<file path="src/rtl/tag_cmp_pkg.sv">
package tag_cmp_pkg;

  // --------------------------------------------------
  // cache geometry
  // --------------------------------------------------
  localparam int unsigned NumPorts      = 2;
  localparam int unsigned NumWays       = 4;
  localparam int unsigned IndexWidth    = 4;
  localparam int unsigned TagWidth      = 20;
  localparam int unsigned TagEccWidth   = 26;
  localparam int unsigned BlockWidth    = 32;
  localparam int unsigned BlockEccWidth = 39;
  localparam int unsigned NumBlocks     = 2;
  localparam int unsigned LineWidth     = 64;
  localparam int unsigned BytesPerBlock = 4;
  localparam int unsigned CountWidth    = 32;
  // enough syndrome bits for the widest codeword
  localparam int unsigned SynWidth      = $clog2(BlockEccWidth);

  typedef struct packed {
    logic                 valid;
    logic [TagWidth-1:0]  tag;
    logic [LineWidth-1:0] data;
  } line_t;

  typedef struct packed {
    logic                                    valid;
    logic [TagEccWidth-1:0]                  tag;
    logic [NumBlocks-1:0][BlockEccWidth-1:0] data;
  } sram_line_t;

  typedef struct packed {
    logic                               tag;
    logic [NumBlocks*BytesPerBlock-1:0] data;
  } line_be_t;

  typedef struct packed {
    logic [NumWays-1:0]    req;
    logic [IndexWidth-1:0] index;
    logic                  we;
    line_t                 wdata;
    line_be_t              be;
  } port_req_t;

  // whole encoded words are written, so one enable per block
  typedef struct packed {
    logic [NumWays-1:0]    req;
    logic [IndexWidth-1:0] index;
    logic                  we;
    sram_line_t            wdata;
    logic [NumBlocks-1:0]  be_data;
    logic                  be_tag;
  } sram_req_t;

  typedef struct packed {
    logic tag_ce;
    logic tag_ue;
    logic data_ce;
    logic data_ue;
  } ecc_err_t;

  typedef struct packed {
    logic [CountWidth-1:0] tag_ce;
    logic [CountWidth-1:0] tag_ue;
    logic [CountWidth-1:0] data_ce;
    logic [CountWidth-1:0] data_ue;
  } err_count_t;

  // --------------------------------------------------
  // extended hamming code
  // --------------------------------------------------
  // bit 0 is overall parity, bits 1..n-1 follow hamming positions
  function automatic logic [BlockEccWidth-1:0] secded_encode(
    input logic [BlockWidth-1:0] raw,
    input int unsigned           n
  );
    logic [BlockEccWidth-1:0] cw;
    logic                     par;
    int unsigned              d;
    cw = '0;
    d  = 0;
    for (int unsigned p = 1; p < BlockEccWidth; p++) begin
      if (p < n && (p & (p - 1)) != 0) begin
        cw[p] = raw[d];
        d++;
      end
    end
    for (int unsigned j = 0; j < SynWidth; j++) begin
      par = 1'b0;
      for (int unsigned p = 1; p < BlockEccWidth; p++) begin
        if (p < n && ((p >> j) & 1) != 0) par ^= cw[p];
      end
      if ((1 << j) < n) cw[1 << j] = par;
    end
    cw[0] = ^cw;
    return cw;
  endfunction

  // err[0] corrected, err[1] uncorrectable
  function automatic logic [BlockWidth-1:0] secded_decode(
    input  logic [BlockEccWidth-1:0] cw_in,
    input  int unsigned              n,
    output logic [1:0]               err
  );
    logic [BlockEccWidth-1:0] cw;
    logic [SynWidth-1:0]      syn;
    logic [BlockWidth-1:0]    raw;
    int unsigned              d;
    cw  = cw_in;
    syn = '0;
    raw = '0;
    d   = 0;
    err = 2'b00;
    for (int unsigned p = 1; p < BlockEccWidth; p++) begin
      if (p < n && cw[p]) syn ^= SynWidth'(p);
    end
    if (^cw) begin
      // odd weight means a single flip, syn points at it
      if (syn < n) begin
        cw[syn] = ~cw[syn];
        err[0]  = 1'b1;
      end else begin
        err[1] = 1'b1;
      end
    end else if (syn != '0) begin
      err[1] = 1'b1;
    end
    for (int unsigned p = 1; p < BlockEccWidth; p++) begin
      if (p < n && (p & (p - 1)) != 0) begin
        raw[d] = cw[p];
        d++;
      end
    end
    return raw;
  endfunction

  function automatic logic [TagEccWidth-1:0] ecc_encode_tag(
    input logic [TagWidth-1:0] tag
  );
    return TagEccWidth'(secded_encode(BlockWidth'(tag), TagEccWidth));
  endfunction

  function automatic logic [BlockEccWidth-1:0] ecc_encode_block(
    input logic [BlockWidth-1:0] blk
  );
    return secded_encode(blk, BlockEccWidth);
  endfunction

  function automatic logic [TagWidth-1:0] ecc_decode_tag(
    input  logic [TagEccWidth-1:0] cw,
    output logic [1:0]             err
  );
    return TagWidth'(secded_decode(BlockEccWidth'(cw), TagEccWidth, err));
  endfunction

  function automatic logic [BlockWidth-1:0] ecc_decode_block(
    input  logic [BlockEccWidth-1:0] cw,
    output logic [1:0]               err
  );
    return secded_decode(cw, BlockEccWidth, err);
  endfunction

endpackage
</file>
<file path="src/rtl/tag_cmp_top.sv">
`timescale 1ns/100ps

module tag_cmp_top import tag_cmp_pkg::*; (
  input  logic                              clk_i,
  input  logic                              rst_ni,
  input  port_req_t [NumPorts-1:0]          req_i,
  input  logic [NumPorts-1:0][TagWidth-1:0] tag_i,
  input  sram_line_t [NumWays-1:0]          rdata_i,
  output logic [NumPorts-1:0]               gnt_o,
  output sram_req_t                         sram_req_o,
  output line_t [NumWays-1:0]               rdata_o,
  output logic [NumWays-1:0]                hit_way_o,
  output err_count_t                        err_count_o,
  output logic                              error_inc_o
);

  logic [TagWidth-1:0]    sel_tag;
  ecc_err_t [NumWays-1:0] way_err;

  // --------------------------------------------------
  // arbitration and write path
  // --------------------------------------------------
  req_arbiter i_arbiter (
    .clk_i      (clk_i),
    .rst_ni     (rst_ni),
    .req_i      (req_i),
    .tag_i      (tag_i),
    .loaded_i   (rdata_o),
    .gnt_o      (gnt_o),
    .sram_req_o (sram_req_o),
    .sel_tag_o  (sel_tag)
  );

  // --------------------------------------------------
  // per-way decode and compare
  // --------------------------------------------------
  for (genvar w = 0; w < NumWays; w++) begin : g_way
    way_check i_way_check (
      .rd_line_i (rdata_i[w]),
      .sel_tag_i (sel_tag),
      .line_o    (rdata_o[w]),
      .hit_o     (hit_way_o[w]),
      .err_o     (way_err[w])
    );
  end

  // error statistics
  ecc_err_counter i_err_counter (
    .clk_i       (clk_i),
    .rst_ni      (rst_ni),
    .err_i       (way_err),
    .err_count_o (err_count_o),
    .error_inc_o (error_inc_o)
  );

endmodule

</file>
<file path="src/rtl/ecc_err_counter.sv">
`timescale 1ns/100ps

module ecc_err_counter import tag_cmp_pkg::*; (
  input  logic                   clk_i,
  input  logic                   rst_ni,
  input  ecc_err_t [NumWays-1:0] err_i,
  output err_count_t             err_count_o,
  output logic                   error_inc_o
);

  ecc_err_t   any_err;
  err_count_t count_d, count_q;

  // one event per kind and cycle, however many ways report it
  always_comb begin
    any_err = '0;
    for (int w = 0; w < NumWays; w++) begin
      any_err.tag_ce  = any_err.tag_ce  | err_i[w].tag_ce;
      any_err.tag_ue  = any_err.tag_ue  | err_i[w].tag_ue;
      any_err.data_ce = any_err.data_ce | err_i[w].data_ce;
      any_err.data_ue = any_err.data_ue | err_i[w].data_ue;
    end
  end

  // --------------------------------------------------
  // counters
  // --------------------------------------------------
  always_comb begin
    count_d = count_q;
    if (any_err.tag_ce)  count_d.tag_ce  = count_q.tag_ce  + CountWidth'(1);
    if (any_err.tag_ue)  count_d.tag_ue  = count_q.tag_ue  + CountWidth'(1);
    if (any_err.data_ce) count_d.data_ce = count_q.data_ce + CountWidth'(1);
    if (any_err.data_ue) count_d.data_ue = count_q.data_ue + CountWidth'(1);
  end

  always_ff @(posedge clk_i or negedge rst_ni) begin
    if (!rst_ni) begin
      count_q <= '0;
    end else begin
      count_q <= count_d;
    end
  end

  assign err_count_o = count_q;

  // pulse in the same cycle as the failing read
  assign error_inc_o = any_err.tag_ue | any_err.data_ue;

endmodule

</file>
<file path="src/rtl/way_check.sv">
`timescale 1ns/100ps

module way_check import tag_cmp_pkg::*; (
  input  sram_line_t          rd_line_i,
  input  logic [TagWidth-1:0] sel_tag_i,
  output line_t               line_o,
  output logic                hit_o,
  output ecc_err_t            err_o
);

  logic [TagWidth-1:0] tag_fixed;
  logic [1:0]          tag_err;
  logic                data_ce;
  logic                data_ue;

  // --------------------------------------------------
  // decode tag and blocks
  // --------------------------------------------------
  always_comb begin
    logic [1:0] blk_err;
    data_ce      = 1'b0;
    data_ue      = 1'b0;
    tag_fixed    = ecc_decode_tag(rd_line_i.tag, tag_err);
    line_o.valid = rd_line_i.valid;
    line_o.tag   = tag_fixed;
    for (int b = 0; b < NumBlocks; b++) begin
      line_o.data[b*BlockWidth +: BlockWidth] = ecc_decode_block(rd_line_i.data[b], blk_err);
      data_ce = data_ce | blk_err[0];
      data_ue = data_ue | blk_err[1];
    end
  end

  // invalid lines hold no checked content
  assign err_o.tag_ce  = rd_line_i.valid & tag_err[0];
  assign err_o.tag_ue  = rd_line_i.valid & tag_err[1];
  assign err_o.data_ce = rd_line_i.valid & data_ce;
  assign err_o.data_ue = rd_line_i.valid & data_ue;

  // compare against the corrected tag, a broken tag never hits
  assign hit_o = rd_line_i.valid & ~tag_err[1] & (tag_fixed == sel_tag_i);

endmodule

</file>
<file path="src/rtl/req_arbiter.sv">
`timescale 1ns/100ps

module req_arbiter import tag_cmp_pkg::*; (
  input  logic                              clk_i,
  input  logic                              rst_ni,
  input  port_req_t [NumPorts-1:0]          req_i,
  input  logic [NumPorts-1:0][TagWidth-1:0] tag_i,
  input  line_t [NumWays-1:0]               loaded_i,
  output logic [NumPorts-1:0]               gnt_o,
  output sram_req_t                         sram_req_o,
  output logic [TagWidth-1:0]               sel_tag_o
);

  typedef enum logic {
    StNormal,
    StStore
  } state_e;

  state_e              state_d, state_q;
  logic [NumPorts-1:0] id_d, id_q;
  logic [NumPorts-1:0] req_any;
  logic [NumPorts-1:0] win_oh;
  logic [NumPorts-1:0] partial;
  port_req_t           sel_req;
  port_req_t           buf_q;
  logic                buf_load;
  line_t               sel_loaded;
  line_t               merged;
  line_t               to_store;

  // --------------------------------------------------
  // request side
  // --------------------------------------------------
  // a partial write has a block with mixed byte enables
  always_comb begin
    logic [BytesPerBlock-1:0] blk_be;
    for (int p = 0; p < NumPorts; p++) begin
      req_any[p] = |req_i[p].req;
      partial[p] = 1'b0;
      for (int b = 0; b < NumBlocks; b++) begin
        blk_be = req_i[p].be.data[b*BytesPerBlock +: BytesPerBlock];
        if (blk_be != '0 && blk_be != '1) partial[p] = 1'b1;
      end
      partial[p] = partial[p] & req_i[p].we & req_any[p];
    end
  end

  // lowest port index wins
  assign win_oh = req_any & ~(req_any - 1'b1);

  always_comb begin
    sel_req = '0;
    for (int p = 0; p < NumPorts; p++) begin
      if (win_oh[p]) sel_req = req_i[p];
    end
  end

  // tag of the granted port arrives one cycle later
  always_comb begin
    sel_tag_o = '0;
    for (int p = 0; p < NumPorts; p++) begin
      if (id_q[p]) sel_tag_o = tag_i[p];
    end
  end

  // --------------------------------------------------
  // read-modify-write merge
  // --------------------------------------------------
  // first requested way supplies the stored line
  always_comb begin
    sel_loaded = '0;
    for (int w = NumWays - 1; w >= 0; w--) begin
      if (buf_q.req[w]) sel_loaded = loaded_i[w];
    end
  end

  always_comb begin
    merged = sel_loaded;
    if (buf_q.be.tag) begin
      merged.valid = buf_q.wdata.valid;
      merged.tag   = buf_q.wdata.tag;
    end
    for (int k = 0; k < NumBlocks * BytesPerBlock; k++) begin
      if (buf_q.be.data[k]) merged.data[k*8 +: 8] = buf_q.wdata.data[k*8 +: 8];
    end
  end

  // --------------------------------------------------
  // memory request and grant
  // --------------------------------------------------
  always_comb begin
    state_d    = state_q;
    id_d       = id_q;
    gnt_o      = '0;
    buf_load   = 1'b0;
    to_store   = merged;
    sram_req_o = '0;
    if (state_q == StNormal) begin
      id_d               = win_oh;
      to_store           = sel_req.wdata;
      sram_req_o.req     = sel_req.req;
      sram_req_o.index   = sel_req.index;
      sram_req_o.be_tag  = sel_req.be.tag;
      for (int b = 0; b < NumBlocks; b++) begin
        sram_req_o.be_data[b] = |sel_req.be.data[b*BytesPerBlock +: BytesPerBlock];
      end
      if (|(win_oh & partial)) begin
        // read the old line now, write it back next cycle
        state_d  = StStore;
        buf_load = 1'b1;
      end else begin
        sram_req_o.we = sel_req.we;
        gnt_o         = win_oh;
      end
    end else begin
      state_d            = StNormal;
      gnt_o              = id_q;
      sram_req_o.req     = buf_q.req;
      sram_req_o.index   = buf_q.index;
      sram_req_o.we      = 1'b1;
      sram_req_o.be_data = '1;
      sram_req_o.be_tag  = 1'b1;
    end
    sram_req_o.wdata.valid = to_store.valid;
    sram_req_o.wdata.tag   = ecc_encode_tag(to_store.tag);
    for (int b = 0; b < NumBlocks; b++) begin
      sram_req_o.wdata.data[b] = ecc_encode_block(to_store.data[b*BlockWidth +: BlockWidth]);
    end
  end

  always_ff @(posedge clk_i or negedge rst_ni) begin
    if (!rst_ni) begin
      state_q <= StNormal;
      id_q    <= '0;
    end else begin
      state_q <= state_d;
      id_q    <= id_d;
    end
  end

  // write buffer, loaded on the read cycle of a partial write
  always_ff @(posedge clk_i) begin
    if (buf_load) buf_q <= sel_req;
  end

endmodule

</file>
<file path="config.mk">
export PLATFORM = sky130hd
export DESIGN_NAME = tag_cmp_top
export DESIGN_NICKNAME = d
export VERILOG_FILES = /design/src/rtl/tag_cmp_pkg.sv /design/src/rtl/tag_cmp_top.sv /design/src/rtl/ecc_err_counter.sv /design/src/rtl/way_check.sv /design/src/rtl/req_arbiter.sv
export SDC_FILE = /design/constraint.sdc
export NUM_CORES = 2
export LEC_CHECK = 0
export BUFFER_PORTS_ARGS = -buffer_cell sky130_fd_sc_hd__buf_2
export CAP_MARGIN = 20
export CORE_AREA = 2 2 484 486
export DETAILED_ROUTE_END_ITERATION = 8
export DIE_AREA = 0 0 486 488
export GPL_TIMING_DRIVEN = 1
export PLACE_DENSITY = 0.39
export SYNTH_ARGS = -nofsm -noshare
export SYNTH_HDL_FRONTEND = slang
export SYNTH_HIERARCHICAL = 1
export SYNTH_SLANG_ARGS = --single-unit
</file>
<file path="constraint.sdc">
create_clock -name clk_i -period 8.47 [get_ports clk_i]
set_input_delay 0.847 -clock clk_i [delete_from_list [all_inputs] [get_ports clk_i]]
set_output_delay 0.847 -clock clk_i [all_outputs]
set_load 0.1 [all_outputs]
</file>
=== Yosys cells after proc, flatten, opt, wreduce, memory -nomap -nowiden ===
Index checks and enable logic that the tools add are counted.

* Bits in registers: 233
* Input port bits: 668
* Output and inout bits: 592

* Add/subtract/negate cells: 5
* $lt $le $gt $ge: 36
* Equal/unequal tests: 8
* Muxes and demuxes: 577
* Bitwise logic cells: 675
* Reduce and logical (&&, ||, !) cells: 52

{| class="wikitable"
|+ Operators with widths
! cell !! number
|-
| 5-bit two-way mux || 168
|-
| 39-bit two-way mux || 16
|-
| 39-bit parity || 15
|-
| 39-bit bitwise mux || 12
|-
| 85-bit two-way mux || 5
|-
| 3-bit inverter || 136
|-
| 4-bit two-way mux || 96
|-
| 6-bit two-way mux || 56
|-
| 2-bit inverter || 145
|-
| 1-bit XOR || 215
|-
| 26-bit two-way mux || 8
|-
| 103-bit two-way mux || 2
|-
| 4-bit inverter || 48
|-
| 3-bit two-way mux || 49
|-
| 32-bit by 1-bit adder with 32-bit output, second input constant || 4
|-
| 1-bit two-way mux || 103
|-
| 6-bit by 7-bit less-than comparator with 1-bit output, second input constant || 12
|-
| 20-bit == test || 4
|-
| 1-bit binary-select mux with 6-bit select || 12
|-
| 1-bit demux with 6-bit select || 12
|-
| 6-bit by 1-bit greater-or-equal comparator with 1-bit output, second input constant || 12
|-
| 6-bit nonzero test || 12
|-
| 8-bit two-way mux || 8
|-
| 1-bit inverter, first input constant || 56
|-
| other kinds (17) || 147
|}

=== Depth between registers and ports, before layout ===
* Depth after elaboration: 101
* Gate-level depth with buffers: 22
* Mapped depth without buffers: 19

=== Cells and area by module ===
Netlist, hierarchy kept.

{| class="wikitable"
|+ By module, submodules not included
! module !! instances !! cells an instance !! area an instance (µm²) !! seq. area each (µm²)
|-
| req_arbiter || 1 || 1,186 || 10,906.7 || 3,138.0
|-
| way_check at g_way[2].i_way_check || 1 || 822 || 6,145.9 || 0.0
|-
| way_check at g_way[0].i_way_check || 1 || 789 || 6,002.0 || 0.0
|-
| way_check at g_way[3].i_way_check || 1 || 758 || 5,954.5 || 0.0
|-
| ecc_err_counter || 1 || 540 || 5,944.5 || 3,203.1
|-
| way_check at g_way[1].i_way_check || 1 || 706 || 5,595.4 || 0.0
|}

=== Worst setup path before layout ===
No wires, ideal clock.

* Kind: input -> output
* From: input rdata_i[235] in the netlist's numbering
* To: output sram_req_o[3] in the netlist's numbering
* Arrival time: 10,956 ps
* Setup slack: -3,333 ps
* Stages: 19
* Buffers on the path: 2
* Cells stage by stage: xor2_1 xnor3_1 xnor2_1 xnor3_1 clkbuf_1 mux2i_1 o22ai_1 o221ai_1 o311ai_0 clkbuf_1 o21ai_0 a221o_1 a221oi_1 o2bb2ai_1 xor2_1 xnor2_1 xnor2_1 xnor2_1 xnor3_1

{| class="wikitable"
|+ RTL lines
! what !! line !! RTL
|-
| start, declared || tag_cmp_top.sv:8 || <nowiki>input sram_line_t [NumWays-1:0] rdata_i,</nowiki>
|-
| end, declared || tag_cmp_top.sv:10 || <nowiki>output sram_req_t sram_req_o,</nowiki>
|}

==> results.md <==
- Vias per cell: 5.139
- Root buf cell: clkbuf_16
- Final min period: 8291 ps
- Clk buf depth: 3
- Pre-Repair DR Iteration Count: 6
- Post-Synth Simple-Gate Area: 17.67%
- Num Clock Sinks: around 230
- CP max stage delay: roughly 1100 ps
- VDD IR max: 0.0008370 V
- Final wirelength: about 330000 µm
- # DRC: 0
- Row count: 177
- WL met1: about 150000 µm
- Number of global-route vias before repair: 44553
- Routed Antenna Nets: 0
- Final net count: around 6900
- H-Tree Depth: 2
- Period utilisation layout: 97.88%
- First-pass GRT wire length: 428900 µm
- Core ar.: around 230000 µm²
- Cts bufs inserted: 37
- Total setup buffers inserted after CTS: 0
- Max-cap viol count: 0
- Fin. max-slew vios: 0
- Syn avg cell area: 8.446 µm²
- Drt wl/cell: roughly 35 µm
- Setup_tns: 0 ps
- Seq/Total Area, Yosys: 15.64%
- Worst hold path class: primary input to asynchronous set/reset pin
- Status: finished, final reports clean
- #FFs+latches synth: between 200 and 250
- Max_slew headroom: between 10% and 20%
- Worst EP arrival: 7440 ps
- GRT overflow: 0
- Synthesis Warnings: 6
- Critical path type: primary input to primary output
- Post-synth EDFFs: ~100
- Die X: 486 µm
- Chip height: 488 µm
- Vias: 47900
- Synth unique cells: 125
- Most instantiated cells after synthesis: 731 x xnor2_1, 460 x nand2_1, 329 x nor2_1
- Final hold vios: 0
- Synthesized instance count: just under 5000
- Top layer used by detailed routing: met5
- Mapped Area: 40550 µm²
- GRT Total Usage: 26.43%
- Mux contribution to synthesized area: 10.69%
- Critical path buffers and inverters: 5
- Worst-path clk slew: 50 ps
- Clk_skew: between 20 and 30 ps
- DP Wirelength: 284000 µm
- CP max-delay cell: a221oi_1
- Worst path most repeated cell: xnor2_1
- Met2 routed WL: 139000 µm
- CTS tree: built
- Setup violators final: 0
- Syn Nets: 5473
- Pwr Density: 398.8 nW/µm²
- Routed met3 length: ~32000 µm
- Most used DFF post-synth: dfrtp_1
- Ys async rst share: about 56%
- First-iteration detailed-routing DRC count: 5318
- Synth top area cells: xnor2_1 16%, dfrtp_1 8.1%, edfxtp_1 7.6%, mux2_2 7.0%, xor2_1 5.0%
- DIE AREA: 237200 µm²
- Port bufs: 1259
- Post-CTS sizing: 0
- Fin Hold WS: about 250 ps
- Final Wtd Congestion: 0.9913
- Layout cells sized above 1: 36.18%
- Synth Area in XOR/XNOR: 29.23%
- Crit end category: primary output
- Initial Util: 17.49%
- Worst-Margin Slew: between 1000 and 1500 ps
- Synth-to-layout area growth: 34.65%
- Synth Area in Adders: 0.3456%
- Initial antenna violation count: ~150
- Static Leak: 22.59 nW
- RSZ-0062 raised after global routing: false
- Critical path's top delay family: compound AO/OA/AOI/OAI gates
- Crit path launch type: primary input
- Worst skew pair latency: between 600 and 700 ps
- Hold_buf cts: 0
- Cell taking the most area after synthesis: xnor2_1
- Required @ worst endpoint: 7620 ps
- Main combinational cell family by area after synthesis: XOR/XNOR gates
- Fin util: 23.55%
- Crit path max fanout: 8
- CP Cell Sequence: buf_2 -> xnor2_1 -> xnor2_1 -> xnor2_1 -> xnor2_1 -> buf_4 -> nor3_1 -> nand2b_1 -> a2bb2oi_1 -> nand2b_1 -> o21ai_0 -> o31ai_4 -> a221oi_1 -> o311ai_0 -> o21ai_0 -> a21oi_2 -> xor2_1 -> xor2_1 -> buf_4 -> xnor2_2 -> buf_4 -> buf_12
- Synth top area share: between 10% and 20%
- Compound-Gate Fraction of Synth Area: 21.46%
- Achievable Freq: 120.6 MHz
- Largest net degree at the start of global routing: 126
- Fillers: 25701
- Most frequent cell after synthesis: xnor2_1
- Number of I/O pins: 1260
[stage by stage]
step	instances	worst slack [ps]	instance area (µm²)	power, mW
after global placement	9191	3.769	53080	19.92
after global routing	9286	9.618	54510	22.58
after detailed placement	9192	32.71	53100	19.80
after floorplan	4801	-1424	41180	13.19
after CTS	9256	19.82	54340	21.57
final	9320	179.5	54600	21.78
[layout by cell type, fill, tap and decap left out, drive strengths merged, types with 19 or more instances in the layout]
cell,count
o31ai,72
mux4,19
a22oi,57
o211ai,29
nand4,69
a221oi,90
and3,32
and4,21
mux2i,88
dfrtp,131
o21ai,146
nand2,460
inv,180
or2,25
diode,61
edfxtp,102
a21oi,198
xnor3,85
nor2,331
a211oi,38
o21a,51
xor2,248
nor2b,28
nor3,129
a221o,23
and2,27
nor4,67
clkbuf,48
nand2b,42
xnor2,775
o2bb2ai,29
o221ai,24
o22ai,22
a2111oi,20
a22o,112
nand3,148
buf,1616
a31oi,54
mux2,268
[final cells by class]
type,instances,area [µm²],area share [%]
Timing Repair Buffer,1617,9393,17.20
Tap cell,3043,3807,6.973
Clock buffer,47,1003,1.838
Clock inverter,17,234.0,0.4285
Inverter,179,676.9,1.240
Multi-Input combinational cell,4123,32990,60.42
Antenna cell,61,152.6,0.2796
Sequential cell,233,6345,11.62
[power breakdown]
| part | leakage, nW | internal, mW | switching, mW |
|---|---|---|---|
| sequential | 2.71 | 1.31 | 0.147 |
| clock | 0.608 | 0.992 | 0.669 |
| combinational | 19.3 | 5.86 | 12.8 |
| total | 22.6 | 8.16 | 13.6 |
[flip-flops by register name (all words and copies together), names as in the netlist]
signal,flops
i_arbiter/id_q,2
i_arbiter/buf_q,102
i_err_counter/err_count_o,128
i_arbiter/state_q,1
[kinds of logic after synthesis]
family                     after synthesis
adders and majority gates               13
and+or+nand+nor                       1464
buffers and inverters                  445
muxes                                  375
DFF                                    233
AOI/OAI and AO/OA                     1147
xor gates and xnor gates              1124
[final timing paths]
kind,slack (ps),to,depth (start not counted),start
hold / removal,250,i_err_counter/err_count_o[120],1,rst_ni
max in group asynchronous,6960,i_arbiter/state_q,3,rst_ni
min in group clk_i,470,i_err_counter/err_count_o[95],1,i_err_counter/err_count_o[95]
setup / recovery,180,sram_req_o[58],22,rdata_i[280]
hold reg to reg,470,i_err_counter/err_count_o[95],1,i_err_counter/err_count_o[95]
setup reg to reg,4960,i_arbiter/buf_q[36],3,i_arbiter/state_q
[per-layer routing]
metal | GRT usage, % | up-vias
met3 | 7.877 | 470
met5 | 0 | -
met2 | 38.78 | 2680
met4 | 8.813 | 74
met1 | 36.50 | 24138
li1 | - | 20538
(Power assumes the default switching activity.)
